### src/mips_pkg.sv
////////////////////
// MIPS pipeline shared types
// Opcodes, function codes, ALU operations, forward
// selects and the stage-register structs
////////////////////
`default_nettype none

package mips_pkg;

  typedef logic [31:0] word_t;
  typedef logic [4:0]  reg_addr_t;

  typedef enum logic [5:0] {
    op_rtype = 6'h00,
    op_j     = 6'h02,
    op_beq   = 6'h04,
    op_addi  = 6'h08,
    op_lw    = 6'h23,
    op_sw    = 6'h2b
  } opcode_e;

  typedef enum logic [5:0] {
    fn_add = 6'h20,
    fn_sub = 6'h22,
    fn_and = 6'h24,
    fn_or  = 6'h25,
    fn_slt = 6'h2a
  } funct_e;

  typedef enum logic [2:0] {
    alu_add,
    alu_sub,
    alu_and,
    alu_or,
    alu_slt
  } alu_op_e;

  typedef enum logic [1:0] {
    fwd_rf,   // Operand from decode
    fwd_mem,  // From the execute/memory register
    fwd_wb    // From the memory/writeback register
  } fwd_sel_e;

  typedef struct packed {
    logic      valid;
    alu_op_e   alu_op;
    logic      use_imm;
    logic      reg_write;
    logic      is_load;
    logic      is_store;
    logic      is_branch;
    logic      is_jump;
    word_t     rs_val;
    word_t     rt_val;
    reg_addr_t rs;
    reg_addr_t rt;
    reg_addr_t dest;
    word_t     imm;
    word_t     jump_target;
    word_t     pc4;
  } id_ex_t;

  typedef struct packed {
    logic      valid;
    logic      reg_write;
    logic      is_load;
    logic      is_store;
    reg_addr_t dest;
    word_t     alu_result;
    word_t     store_data;  // Already forwarded in execute
  } ex_mem_t;

endpackage

`default_nettype wire

### src/hazard_if.sv
////////////////////
// Hazard interface
// Register numbers, forward selects and stall
// between the stages and the hazard unit
////////////////////
`timescale 1ns/1ps
`default_nettype none

interface hazard_if import mips_pkg::*; ();
  reg_addr_t id_rs;
  reg_addr_t id_rt;
  reg_addr_t ex_rs;
  reg_addr_t ex_rt;
  logic      ex_is_load;
  reg_addr_t ex_dest;
  reg_addr_t mem_dest;
  logic      mem_we;
  reg_addr_t wb_dest;
  logic      wb_we;
  word_t     wb_data;
  logic      stall;
  fwd_sel_e  fwd_a;
  fwd_sel_e  fwd_b;

  modport decode  (output id_rs, id_rt, input stall);
  modport execute (output ex_rs, ex_rt, ex_is_load, ex_dest, input fwd_a, fwd_b, wb_data);
  modport mem     (output mem_dest, mem_we, wb_dest, wb_we, wb_data);
  modport hazard  (input id_rs, id_rt, ex_rs, ex_rt, ex_is_load, ex_dest,
                   input mem_dest, mem_we, wb_dest, wb_we,
                   output stall, fwd_a, fwd_b);
endinterface

`default_nettype wire

### src/fetch_stage.sv
////////////////////
// Fetch stage
// Program counter with redirect and hold,
// and the fetch/decode register
////////////////////
`timescale 1ns/1ps
`default_nettype none

module fetch_stage import mips_pkg::*; #(
  parameter word_t RESET_PC = '0
) (
  input  logic  clk,
  input  logic  rst_n,
  input  logic  stall,
  input  logic  freeze,
  input  logic  redirect,
  input  word_t redirect_pc,
  input  word_t instr,
  output word_t pc,
  output word_t if_id_instr,
  output word_t if_id_pc4,
  output logic  if_id_valid
);

  logic hold;

  assign hold = stall || freeze;

  always_ff @(posedge clk or negedge rst_n) begin
    if (!rst_n) begin
      pc          <= RESET_PC;
      if_id_valid <= 1'b0;
    end else if (redirect) begin
      pc          <= redirect_pc;
      if_id_valid <= 1'b0;  // Squash the wrong-path fetch
    end else if (!hold) begin
      pc          <= pc + 32'd4;
      if_id_valid <= 1'b1;
    end
  end

  always_ff @(posedge clk) begin
    if (!hold && !redirect) begin
      if_id_instr <= instr;
      if_id_pc4   <= pc + 32'd4;
    end
  end

endmodule

`default_nettype wire

### src/decode_stage.sv
////////////////////
// Decode stage
// Instruction decoder, 32-entry register file with
// write bypass, and the decode/execute register
////////////////////
`timescale 1ns/1ps
`default_nettype none

module decode_stage import mips_pkg::*; (
  input  logic      clk,
  input  logic      rst_n,
  input  word_t     if_id_instr,
  input  word_t     if_id_pc4,
  input  logic      if_id_valid,
  input  logic      freeze,
  input  logic      redirect,
  input  logic      rf_we,
  input  reg_addr_t rf_addr,
  input  word_t     rf_data,
  hazard_if.decode  hz,
  output id_ex_t    id_ex
);

  word_t     regs [32];
  opcode_e   opcode;
  funct_e    funct;
  reg_addr_t rs;
  reg_addr_t rt;
  reg_addr_t rd;
  word_t     rs_val;
  word_t     rt_val;
  id_ex_t    nxt;

  assign opcode = opcode_e'(if_id_instr[31:26]);
  assign funct  = funct_e'(if_id_instr[5:0]);
  assign rs     = if_id_instr[25:21];
  assign rt     = if_id_instr[20:16];
  assign rd     = if_id_instr[15:11];

  // Register 0 reads as zero, same-cycle write is bypassed
  assign rs_val = (rs == '0) ? '0 : (rf_we && rf_addr == rs) ? rf_data : regs[rs];
  assign rt_val = (rt == '0) ? '0 : (rf_we && rf_addr == rt) ? rf_data : regs[rt];

  assign hz.id_rs = if_id_valid ? rs : '0;
  assign hz.id_rt = if_id_valid ? rt : '0;

  always_ff @(posedge clk) begin
    if (rf_we && rf_addr != '0) begin
      regs[rf_addr] <= rf_data;
    end
  end

  always_comb begin
    nxt             = '0;
    nxt.valid       = if_id_valid;
    nxt.alu_op      = alu_add;
    nxt.rs_val      = rs_val;
    nxt.rt_val      = rt_val;
    nxt.rs          = rs;
    nxt.rt          = rt;
    nxt.dest        = rt;  // I-type default
    nxt.imm         = {{16{if_id_instr[15]}}, if_id_instr[15:0]};
    nxt.jump_target = {if_id_pc4[31:28], if_id_instr[25:0], 2'b00};
    nxt.pc4         = if_id_pc4;
    case (opcode)
      op_rtype: begin
        nxt.dest      = rd;
        nxt.reg_write = 1'b1;
        case (funct)
          fn_add:  nxt.alu_op = alu_add;
          fn_sub:  nxt.alu_op = alu_sub;
          fn_and:  nxt.alu_op = alu_and;
          fn_or:   nxt.alu_op = alu_or;
          fn_slt:  nxt.alu_op = alu_slt;
          default: nxt.reg_write = 1'b0;  // Unknown funct acts as nop
        endcase
      end
      op_addi: begin
        nxt.use_imm   = 1'b1;
        nxt.reg_write = 1'b1;
      end
      op_lw: begin
        nxt.use_imm   = 1'b1;
        nxt.reg_write = 1'b1;
        nxt.is_load   = 1'b1;
      end
      op_sw: begin
        nxt.use_imm  = 1'b1;
        nxt.is_store = 1'b1;
      end
      op_beq:  nxt.is_branch = 1'b1;
      op_j:    nxt.is_jump = 1'b1;
      default: ;
    endcase
  end

  always_ff @(posedge clk or negedge rst_n) begin
    if (!rst_n) begin
      id_ex <= '0;
    end else if (!freeze) begin
      id_ex <= (hz.stall || redirect) ? '0 : nxt;  // Bubble on load-use or flush
    end
  end

endmodule

`default_nettype wire

### src/hazard_unit.sv
////////////////////
// Hazard unit
// Load-use stall detection and forward
// selection for both execute operands
////////////////////
`timescale 1ns/1ps
`default_nettype none

module hazard_unit import mips_pkg::*; (
  hazard_if.hazard hz
);

  function automatic fwd_sel_e pick_src(
    input reg_addr_t src,
    input logic      mem_we,
    input reg_addr_t mem_dest,
    input logic      wb_we,
    input reg_addr_t wb_dest
  );
    fwd_sel_e sel;
    sel = fwd_rf;
    // Youngest producer wins
    if (src != '0 && mem_we && mem_dest == src) begin
      sel = fwd_mem;
    end else if (src != '0 && wb_we && wb_dest == src) begin
      sel = fwd_wb;
    end
    return sel;
  endfunction

  assign hz.stall = hz.ex_is_load && hz.ex_dest != '0 &&
                    (hz.ex_dest == hz.id_rs || hz.ex_dest == hz.id_rt);

  assign hz.fwd_a = pick_src(hz.ex_rs, hz.mem_we, hz.mem_dest, hz.wb_we, hz.wb_dest);
  assign hz.fwd_b = pick_src(hz.ex_rt, hz.mem_we, hz.mem_dest, hz.wb_we, hz.wb_dest);

endmodule

`default_nettype wire

### src/execute_stage.sv
////////////////////
// Execute stage
// Operand forwarding, ALU, branch and jump
// resolution, and the execute/memory register
////////////////////
`timescale 1ns/1ps
`default_nettype none

module execute_stage import mips_pkg::*; (
  input  logic      clk,
  input  logic      rst_n,
  input  id_ex_t    id_ex,
  input  logic      freeze,
  input  word_t     mem_result,
  hazard_if.execute hz,
  output logic      redirect,
  output word_t     redirect_pc,
  output ex_mem_t   ex_mem
);

  word_t op_a;
  word_t op_b;
  word_t alu_b;
  word_t alu_y;
  word_t br_target;
  logic  taken;

  assign hz.ex_rs      = id_ex.rs;
  assign hz.ex_rt      = id_ex.rt;
  assign hz.ex_is_load = id_ex.valid && id_ex.is_load;
  assign hz.ex_dest    = id_ex.dest;

  always_comb begin
    case (hz.fwd_a)
      fwd_mem: op_a = mem_result;
      fwd_wb:  op_a = hz.wb_data;
      default: op_a = id_ex.rs_val;
    endcase
    case (hz.fwd_b)
      fwd_mem: op_b = mem_result;
      fwd_wb:  op_b = hz.wb_data;
      default: op_b = id_ex.rt_val;
    endcase
  end

  assign alu_b = id_ex.use_imm ? id_ex.imm : op_b;

  always_comb begin
    case (id_ex.alu_op)
      alu_sub: alu_y = op_a - alu_b;
      alu_and: alu_y = op_a & alu_b;
      alu_or:  alu_y = op_a | alu_b;
      alu_slt: alu_y = {31'd0, $signed(op_a) < $signed(alu_b)};
      default: alu_y = op_a + alu_b;
    endcase
  end

  // beq compares the forwarded register operands, not the immediate path
  assign taken = id_ex.valid && (id_ex.is_jump || (id_ex.is_branch && op_a == op_b));
  assign br_target   = id_ex.pc4 + {id_ex.imm[29:0], 2'b00};
  assign redirect    = taken && !freeze;  // Only once the stage advances
  assign redirect_pc = id_ex.is_jump ? id_ex.jump_target : br_target;

  always_ff @(posedge clk or negedge rst_n) begin
    if (!rst_n) begin
      ex_mem <= '0;
    end else if (!freeze) begin
      ex_mem.valid      <= id_ex.valid;
      ex_mem.reg_write  <= id_ex.reg_write;
      ex_mem.is_load    <= id_ex.is_load;
      ex_mem.is_store   <= id_ex.is_store;
      ex_mem.dest       <= id_ex.dest;
      ex_mem.alu_result <= alu_y;
      ex_mem.store_data <= op_b;
    end
  end

endmodule

`default_nettype wire

### src/mem_wb_stage.sv
////////////////////
// Memory and writeback stage
// Wishbone classic data master, memory/writeback
// register and register-file write port
////////////////////
`timescale 1ns/1ps
`default_nettype none

module mem_wb_stage import mips_pkg::*; (
  input  logic      clk,
  input  logic      rst_n,
  input  ex_mem_t   ex_mem,
  input  logic      ack,
  input  word_t     dat_r,
  output logic      cyc,
  output logic      stb,
  output logic      we,
  output word_t     adr,
  output word_t     dat_w,
  output logic      freeze,
  output logic      rf_we,
  output reg_addr_t rf_addr,
  output word_t     rf_data,
  output word_t     mem_result,
  hazard_if.mem     hz
);

  typedef enum logic {st_idle, st_bus} bus_state_e;

  bus_state_e state;
  logic       mem_op;
  logic       bus_active;
  logic       wb_we;
  logic       wb_fresh;  // Set only in the first cycle after a load of the register
  reg_addr_t  wb_dest;
  word_t      wb_data;

  assign mem_op     = ex_mem.valid && (ex_mem.is_load || ex_mem.is_store);
  assign bus_active = (state == st_bus);

  assign cyc   = bus_active;
  assign stb   = bus_active;
  assign we    = bus_active && ex_mem.is_store;
  assign adr   = ex_mem.alu_result;
  assign dat_w = ex_mem.store_data;

  // Hold everything until the slave acks
  assign freeze     = mem_op && !(bus_active && ack);
  assign mem_result = ex_mem.alu_result;

  always_ff @(posedge clk or negedge rst_n) begin
    if (!rst_n) begin
      state <= st_idle;
    end else begin
      case (state)
        st_idle: if (mem_op) state <= st_bus;
        st_bus:  if (ack) state <= st_idle;
        default: state <= st_idle;
      endcase
    end
  end

  always_ff @(posedge clk or negedge rst_n) begin
    if (!rst_n) begin
      wb_we    <= 1'b0;
      wb_fresh <= 1'b0;
    end else begin
      wb_fresh <= !freeze && ex_mem.valid && ex_mem.reg_write && ex_mem.dest != '0;
      if (!freeze) begin
        wb_we <= ex_mem.valid && ex_mem.reg_write && ex_mem.dest != '0;  // r0 dropped
      end
    end
  end

  always_ff @(posedge clk) begin
    if (!freeze) begin
      wb_dest <= ex_mem.dest;
      wb_data <= ex_mem.is_load ? dat_r : ex_mem.alu_result;
    end
  end

  assign rf_we   = wb_fresh;
  assign rf_addr = wb_dest;
  assign rf_data = wb_data;

  assign hz.mem_dest = ex_mem.dest;
  assign hz.mem_we   = ex_mem.valid && ex_mem.reg_write;
  assign hz.wb_dest  = wb_dest;
  assign hz.wb_we    = wb_we;
  assign hz.wb_data  = wb_data;

endmodule

`default_nettype wire

### src/mips_pipeline.sv
////////////////////
// MIPS five-stage pipeline, top level
// Instruction read port, Wishbone data port
// and register-write retire port
////////////////////
`timescale 1ns/1ps
`default_nettype none

module mips_pipeline import mips_pkg::*; #(
  parameter word_t RESET_PC = '0
) (
  input  logic      clk,
  input  logic      rst_n,
  input  word_t     imem_data,
  input  logic      ack,
  input  word_t     dat_r,
  output word_t     imem_addr,
  output logic      cyc,
  output logic      stb,
  output logic      we,
  output word_t     adr,
  output word_t     dat_w,
  output logic      retire_valid,
  output reg_addr_t retire_reg,
  output word_t     retire_data
);

  word_t   if_id_instr;
  word_t   if_id_pc4;
  logic    if_id_valid;
  id_ex_t  id_ex;
  ex_mem_t ex_mem;
  logic    redirect;
  word_t   redirect_pc;
  logic    freeze;
  word_t   mem_result;

  hazard_if hz ();

  fetch_stage #(.RESET_PC(RESET_PC)) u_fetch (
    .clk(clk), .rst_n(rst_n), .stall(hz.stall), .freeze(freeze),
    .redirect(redirect), .redirect_pc(redirect_pc), .instr(imem_data),
    .pc(imem_addr), .if_id_instr(if_id_instr), .if_id_pc4(if_id_pc4),
    .if_id_valid(if_id_valid)
  );

  decode_stage u_decode (
    .clk(clk), .rst_n(rst_n), .if_id_instr(if_id_instr), .if_id_pc4(if_id_pc4),
    .if_id_valid(if_id_valid), .freeze(freeze), .redirect(redirect),
    .rf_we(retire_valid), .rf_addr(retire_reg), .rf_data(retire_data),
    .hz(hz.decode), .id_ex(id_ex)
  );

  hazard_unit u_hazard (.hz(hz.hazard));

  execute_stage u_execute (
    .clk(clk), .rst_n(rst_n), .id_ex(id_ex), .freeze(freeze), .mem_result(mem_result),
    .hz(hz.execute), .redirect(redirect), .redirect_pc(redirect_pc), .ex_mem(ex_mem)
  );

  mem_wb_stage u_mem_wb (
    .clk(clk), .rst_n(rst_n), .ex_mem(ex_mem), .ack(ack), .dat_r(dat_r),
    .cyc(cyc), .stb(stb), .we(we), .adr(adr), .dat_w(dat_w), .freeze(freeze),
    .rf_we(retire_valid), .rf_addr(retire_reg), .rf_data(retire_data),
    .mem_result(mem_result), .hz(hz.mem)
  );

endmodule

`default_nettype wire

### config.mk
export PLATFORM = sky130hd
export DESIGN_NAME = mips_pipeline
export DESIGN_NICKNAME = d
export VERILOG_FILES = /design/src/mips_pkg.sv /design/src/hazard_if.sv /design/src/fetch_stage.sv /design/src/decode_stage.sv /design/src/hazard_unit.sv /design/src/execute_stage.sv /design/src/mem_wb_stage.sv /design/src/mips_pipeline.sv
export SDC_FILE = /design/constraint.sdc
export NUM_CORES = 2
export LEC_CHECK = 0
export ABC_AREA = 1
export CAP_MARGIN = 20
export CELL_PAD_IN_SITES_DETAIL_PLACEMENT = 0
export CELL_PAD_IN_SITES_GLOBAL_PLACEMENT = 1
export CORE_MARGIN = 2
export CORE_UTILIZATION = 25
export CTS_CLUSTER_DIAMETER = 150
export CTS_CLUSTER_SIZE = 10
export DETAILED_ROUTE_END_ITERATION = 8
export DONT_BUFFER_PORTS = 1
export PLACE_DENSITY_LB_ADDON = 0.2
export SETUP_SLACK_MARGIN = 0.4
export SYNTH_ARGS = -nofsm -noshare
export SYNTH_HDL_FRONTEND = slang
export SYNTH_SLANG_ARGS = --single-unit
export TNS_END_PERCENT = 1
### constraint.sdc
create_clock -name clk -period 5.2 [get_ports clk]
set_input_delay 0.26 -clock clk [delete_from_list [all_inputs] [get_ports clk]]
set_output_delay 0.26 -clock clk [all_outputs]
set_load 0.005 [all_outputs]
After elaboration in Yosys (flattened, before gate mapping):

Memories as Yosys holds them, arrays and structs flattened. A register that Yosys moved wholly into a read port is not among the register bits.
Index checks and enable logic that the tools add are counted.

* bits in writable memories: 1024
* output and inout bits: 137
* flip-flop bits (word level): 395
* memories: 1

* muxes and demuxes: 38
* equal/unequal tests: 28
* add/sub/neg operators: 4
* $lt $le $gt $ge: 1
* reductions and logical operators: 47
* bitwise operators: 3

Memories
* u_decode.regs: depth 32, bits a word 32, rd ports 2, clocked after memory_dff 2, write ports 1, line decode_stage.sv:24 `word_t regs [32];`

Operators by type and width (count)
* 32-bit 2-to-1 mux: 9
* 185-bit 2-to-1 mux: 1
* 32-bit one-hot mux with 2 select lines: 2
* 32-bit one-hot mux with 4 select lines: 1
* 32-bit adder: 2
* 6-bit == test, second input constant: 7
* 5-bit == test: 8
* 32-bit by 3-bit adder with 32-bit output, second input constant: 1
* 32-bit bitwise AND: 1
* 32-bit == test: 1
* 32-bit < comparator: 1
* 32-bit bitwise OR: 1
* 32-bit subtractor: 1
* 1-bit logical AND: 27
* 5-bit 2-to-1 mux: 5
* 5-bit nonzero test: 5
* 1-bit 2-to-1 mux: 12
* 3-bit one-hot mux with 4 select lines: 1
* 5-bit zero test: 2
* 2-bit 2-to-1 mux: 4
* 3-bit by 2-bit == test with 1-bit output, second input constant: 2
* 6-bit by 2-bit == test with 1-bit output, second input constant: 1
* 6-bit by 3-bit == test with 1-bit output, second input constant: 1
* 6-bit by 4-bit == test with 1-bit output, second input constant: 1
* other kinds (14): 24

Longest topological paths before layout:

* depth after elaboration: 15
* gate-level depth with buffers: 35

Cells and area by module:

A second synthesis with hierarchy kept.

* cell total of the unflattened synthesis: 10461
* area, all modules: 81692.1 um^2

Modules (own cells, without submodules)
* decode_stage: times used 1, cells each 7125, area an instance 60539.3 um^2
* execute_stage: times used 1, cells each 2479, area an instance 13449.1 um^2
* fetch_stage: times used 1, cells each 429, area an instance 4405.5 um^2
* mem_wb_stage: times used 1, cells each 301, area an instance 2730.1 um^2
* hazard_unit: times used 1, cells each 127, area an instance 568.0 um^2

Worst setup path before layout:

No wires, ideal clock.

* path type: register to register
* from: register u_mem_wb.wb_dest[4], in the netlist u_mem_wb.hz.wb_dest[4]
* to: register, netlist name u_execute.ex_mem[32]
* path slack: 1004 ps
* cell stages (with the launch flop): 34
* path buffers: 2
* required time: 5083 ps
* data arrival time: 4079 ps
* cell sequence: edfxtp_1 > buf_2 > inv_4 > nand2_1 > nand2_1 > nand2_1 > nor2_1 > nand2_1 > nand2_1 > buf_4 > nor2_1 > inv_1 > nand3b_1 > nand2_1 > o21ai_0 > inv_1 > ha_1 > inv_1 > fa_1 > nand2_1 > nand2_1 > o21ai_0 > o21ai_0 > a21oi_1 > o21ai_0 > nand2_1 > nand2_1 > a21boi_0 > o21ai_0 > or2_2 > nand3_1 > nand2_1 > nand2_1 > nand2_1

* longest elaborated chain between the ends: 9

Ends and longest elaborated chain
* from (decl): line mem_wb_stage.sv:35 `reg_addr_t wb_dest;`
* from (signal assigned): line mem_wb_stage.sv:77 `wb_dest <= ex_mem.dest;`
* 5-bit == test: line hazard_unit.sv:25 `end else if (src != '0 && wb_we && wb_dest == src) begin`
* 1-bit logical AND: line hazard_unit.sv:25
* 2-bit 2-to-1 mux: line hazard_unit.sv:25
* 2-bit 2-to-1 mux: line hazard_unit.sv:23 `if (src != '0 && mem_we && mem_dest == src) begin`
* 2-bit == test / 2-bit by 1-bit == test with 1-bit output (equally long branches): line execute_stage.sv:39 `case (hz.fwd_b)`
* 32-bit one-hot mux with 2 select lines: line execute_stage.sv:39
* 32-bit 2-to-1 mux: line execute_stage.sv:46 `assign alu_b = id_ex.use_imm ? id_ex.imm : op_b;`
* 32-bit adder, or another cell as far along: line execute_stage.sv:54 `default: alu_y = op_a + alu_b;`
* 32-bit one-hot mux with 4 select lines *: line execute_stage.sv:49 `case (id_ex.alu_op)`

Every way passes the cells marked *; elsewhere a longest branch is shown, timed or not.
A chain may end at the register's enable or synchronous reset.

Worst setup path after layout:

* from: register, netlist name u_decode.id_ex[104]
* to: register, netlist name u_execute.ex_mem[60]

* longest elaborated chain between the ends: 10

Ends and longest elaborated chain (line)
* 5-bit nonzero test: hazard_unit.sv:23, hazard_unit.sv:25
* 1-bit logical AND (2 in series): hazard_unit.sv:25
* 2-bit 2-to-1 mux: hazard_unit.sv:25
* 2-bit 2-to-1 mux *: hazard_unit.sv:23
* 2-bit == test / 2-bit by 1-bit == test with 1-bit output (equally long branches): execute_stage.sv:39
* 32-bit one-hot mux with 2 select lines *: execute_stage.sv:39
* 32-bit 2-to-1 mux *: execute_stage.sv:46
* 32-bit adder, or another cell as far along: execute_stage.sv:54
* 32-bit one-hot mux with 4 select lines *: execute_stage.sv:49

Marks and branches as above.

==> key figures <==
Clock tree
  • Clock Tree Root: clkbuf_16
  • # hold bufs at CTS: 85
  • Total CTS buffers: 164
  • Maximum clock insertion buffer count: 4
  • CTS tree: built
  • Clk slew on worst S/H paths: 0.08 ns
  • Worst skew pair latency: 0.85 ns
  • Clk sinks: 1381
  • H-tree depth: 4

Route
  • Avg Vias per Cell: 5.15
  • DR vias: 64400
  • Total Wirelength: 334 mm
  • Antenna viol nets, final: 0
  • DR iter-0 viols: 6649
  • WL/cell: 26.7 µm
  • First drt pass iteration count: 6
  • Post-route DRC violation count: 0

Worst setup path
  • RR Startpoint: u_decode.id_ex[104]$_DFFE_PN0N_
  • Startpoint Class: flip-flop
  • Crit. path cell count: 29
  • CP Max Fanout: 12
  • Family with the most delay on the worst path: simple AND/OR/NAND/NOR gates
  • Slowest stage delay, CP: 0.41 ns
  • Crit. End Element: flip-flop
  • Crit path to: u_execute.ex_mem[60]$_DFFE_PN0N_
  • Type of the worst setup path: flip-flop to flip-flop
  • WP data required: 5.87 ns
  • Buf/Inv on CP: 7
  • Critical path launch point: u_decode.id_ex[104]$_DFFE_PN0N_
  • CP most frequent cell: nand2_1
  • R2R depth: 29
  • R2R setup slack: 0.61 ns
  • R2R Path End: u_execute.ex_mem[60]$_DFFE_PN0N_
  • Worst path slowest cell: dfrtp_1
  • Crit path arrival time: 5.27 ns

Timing
  • Hold WS: -0.876 ns
  • RSZ-0062 raised after global routing: true
  • Min setup slack post-route: 0.607 ns
  • Setup TNS: 0 ns
  • Slew HR: 23.8%
  • Clock Skews: 0.0581 ns
  • Final Cycle Share: 88.3%
  • Setup violations, final: 0
  • Tmin final: 4.59 ns
  • Fin. Hold Viols: 246
  • Fmax: 0.218 GHz
  • Worst slew pin tran: 1.14 ns
  • Final slew viol count: 0

Final layout
  • Layout area overhead: 14.4%
  • Share of layout cells above drive strength 1: 7.42%
  • Layout Cell Area excl Fill: 0.0861 mm²
  • Nets@finish: 8675
  • Final Non-Filler Cells: 12500
  • Most common cell after layout, fill and taps aside: nand2_1
  • Post-layout util: 28.7%
  • Most frequent cells in the layout: 1365 x nand2_1, 1192 x o21ai_0, 1125 x edfxtp_1

Placement
  • GP Congestion: 0.894
  • Dpl cell area: 0.0806 mm²
  • IO Port Bufs: 0
  • Placed Instances: 12200
  • Post-Place Setup Slack: 0.195 ns
  • Post-DP HPWL: 213 mm

Global routing
  • First-pass GRT wire length: 471 mm
  • Largest net degree at the start of global routing: 247
  • Initial antenna violation count: 28
  • Grt total ovfl: 0
  • Vias in the first global route: 61400
  • Total Routing Usage GR: 21.1%

Floorplan
  • Num ports: 204
  • Die X: 553 µm
  • Die area: 0.306 mm²
  • Standard-cell rows: 201
  • Core Region: 0.300 mm²
  • Initial Util: 25.1%
  • Die Y: 553 µm

Logic synthesis
  • Ys Warns: 0
  • Mapped Avg Cell Area: 8.79 µm²
  • Distinct cells, synth: 63
  • Cells after synthesis: 8567
  • Synth Cell Area: 0.0753 mm²
  • #FFs+latches synth: 1381
  • Area contributors post-synth: edfxtp_1 45%, dfrtp_1 8.2%, o21ai_0 8.0%, a21oi_1 7.5%, nand2_1 6.8%
  • Post-synthesis sequential area ratio: 53.3%
  • Yosys top cell by area: edfxtp_1
  • Synth async-reset ratio: 17.8%
  • Top_reg_cell synth: edfxtp_1
  • Post-synth top area share: 44.9%
  • EDFF count, synth: 1125

Pwr
  • Leakage: 33.1 nW
  • Peak supply drop: 0.243 mV
  • Power Density: 427 mW/mm²

Run status
  • Violated checks: hold timing
  • Status: finished, violations left

Flow run
  • Count of max-cap constraint violations: 0

Worst hold path
  • Worst hold path class: input pin to asynchronous set/reset pin
==> per-stage QoR <==
step | hold WS, ns | total power [mW]
floorplan | -0.0356 | 21.2
global placement | -0.0223 | 26.3
detailed placement | -0.0234 | 26.2
CTS | -0.945 | 37.0
global route | -0.923 | 38.6
finish | -0.876 | 36.8
==> layer usage <==
metal  vias to the layer above  routed length (µm)  track usage [%]
met2                      2303              151000             33.7
li1                      29700                   -                -
met4                        10                9000             5.54
met1                     31900              151000             29.5
met5                         -                  52                0
met3                       443               22200             3.40
==> cells by family (layout without fill, tap and decap cells) <==
kind of cell / Yosys count / after routing / share of synthesized area, %
XOR/XNOR: 75 / 75 / 0.873
buffers and inverters: 1646 / 1582 / 8.72
other: 1 / 41 / 0.00498
multiplexers: 1 / 1 / 0.0133
AND/OR/NAND/NOR: 2471 / 2471 / 14.0
AO/OA/AOI/OAI: 2863 / 2863 / 20.9
flip-flops: 1381 / 1381 / 53.3
adder cells (fa/ha/maj): 129 / 129 / 2.17
==> repair_timing <==
item,in CTS,in global routing
gates resized for setup,5,50
buffers inserted,0,1
setup endpoints to repair,11,72
endpoints found under the hold margin,327,246
pin swaps,0,2
==> worst reg2reg max path: cells and delay by family, from the launching register on <==
kind,cells,cell delay [ns]
buffers and inverters,7,1.08
adder cells (fa/ha/maj),1,0.30
flip-flops,1,0.41
XOR/XNOR,1,0.14
AO/OA/AOI/OAI,7,1.20
AND/OR/NAND/NOR,13,1.32
==> power by group <==
group	switching [mW]	leakage, nW	internal [mW]
Combinational	7.87	17.5	2.94
Sequential	1.24	13.4	14.2
Clock	4.79	2.14	5.77
==> how the worst min path moves through the flow <==
stage / start / end / cells past startpoint
6_report: rst_n / u_execute.ex_mem[47]$_DFFE_PN0N_ / 0
5_1_grt: rst_n / u_execute.ex_mem[17]$_DFFE_PN0N_ / 0
4_1_cts: rst_n / u_execute.ex_mem[43]$_DFFE_PN0N_ / 0
3_5_place_dp: rst_n / u_execute.ex_mem[47]$_DFFE_PN0N_ / 0
3_3_place_gp: rst_n / u_execute.ex_mem[47]$_DFFE_PN0N_ / 0
2_1_floorplan: rst_n / u_decode.id_ex[0]$_DFFE_PN0N_ / 0
==> Yosys cell counts (all sizes together), types with 2 or more instances <==
cell type,count
nand2,1375
o21ai,1245
a21oi,1133
edfxtp,1125
inv,971
nand3,627
clkbuf,499
nor2,316
dfrtp,246
o211ai,211
buf,172
o221ai,151
ha,126
xor2,51
nand4,50
nor3,39
nand3b,25
or2,25
xnor2,24
o22ai,22
a31oi,15
o21a,13
nor4,11
dfxtp,10
o311a,10
a21boi,9
a41oi,9
a221oi,8
o311ai,8
o21bai,7
a31o,6
a21o,5
clkinv,4
fa,3
a211oi,2
a22oi,2
o31ai,2
==> registers in the layout, indices dropped and copies added, names as in the netlist, 5 cells and up, named ones only <==
| name | flops |
|---|---|
| u_decode.regs | 1024 |
| u_decode.id_ex | 137 |
| u_execute.ex_mem | 73 |
| u_fetch.if_id_instr | 32 |
| u_fetch.if_id_pc4 | 32 |
| u_fetch.pc | 32 |
| u_mem_wb.hz.wb_data | 32 |
| u_mem_wb.hz.wb_dest | 5 |
==> area by class of cell <==
type | instances | area [µm²]
Antenna cell | 9 | 22.5
Clock buffer | 213 | 4330
Clock inverter | 8 | 101
Fill cell | 31900 | 214000
Inverter | 975 | 3690
Multi-Input combinational cell | 5571 | 29100
Sequential cell | 1381 | 40200
Tap cell | 3958 | 4950
Timing Repair Buffer | 386 | 3730
Power figures use the tool's default switching activity.
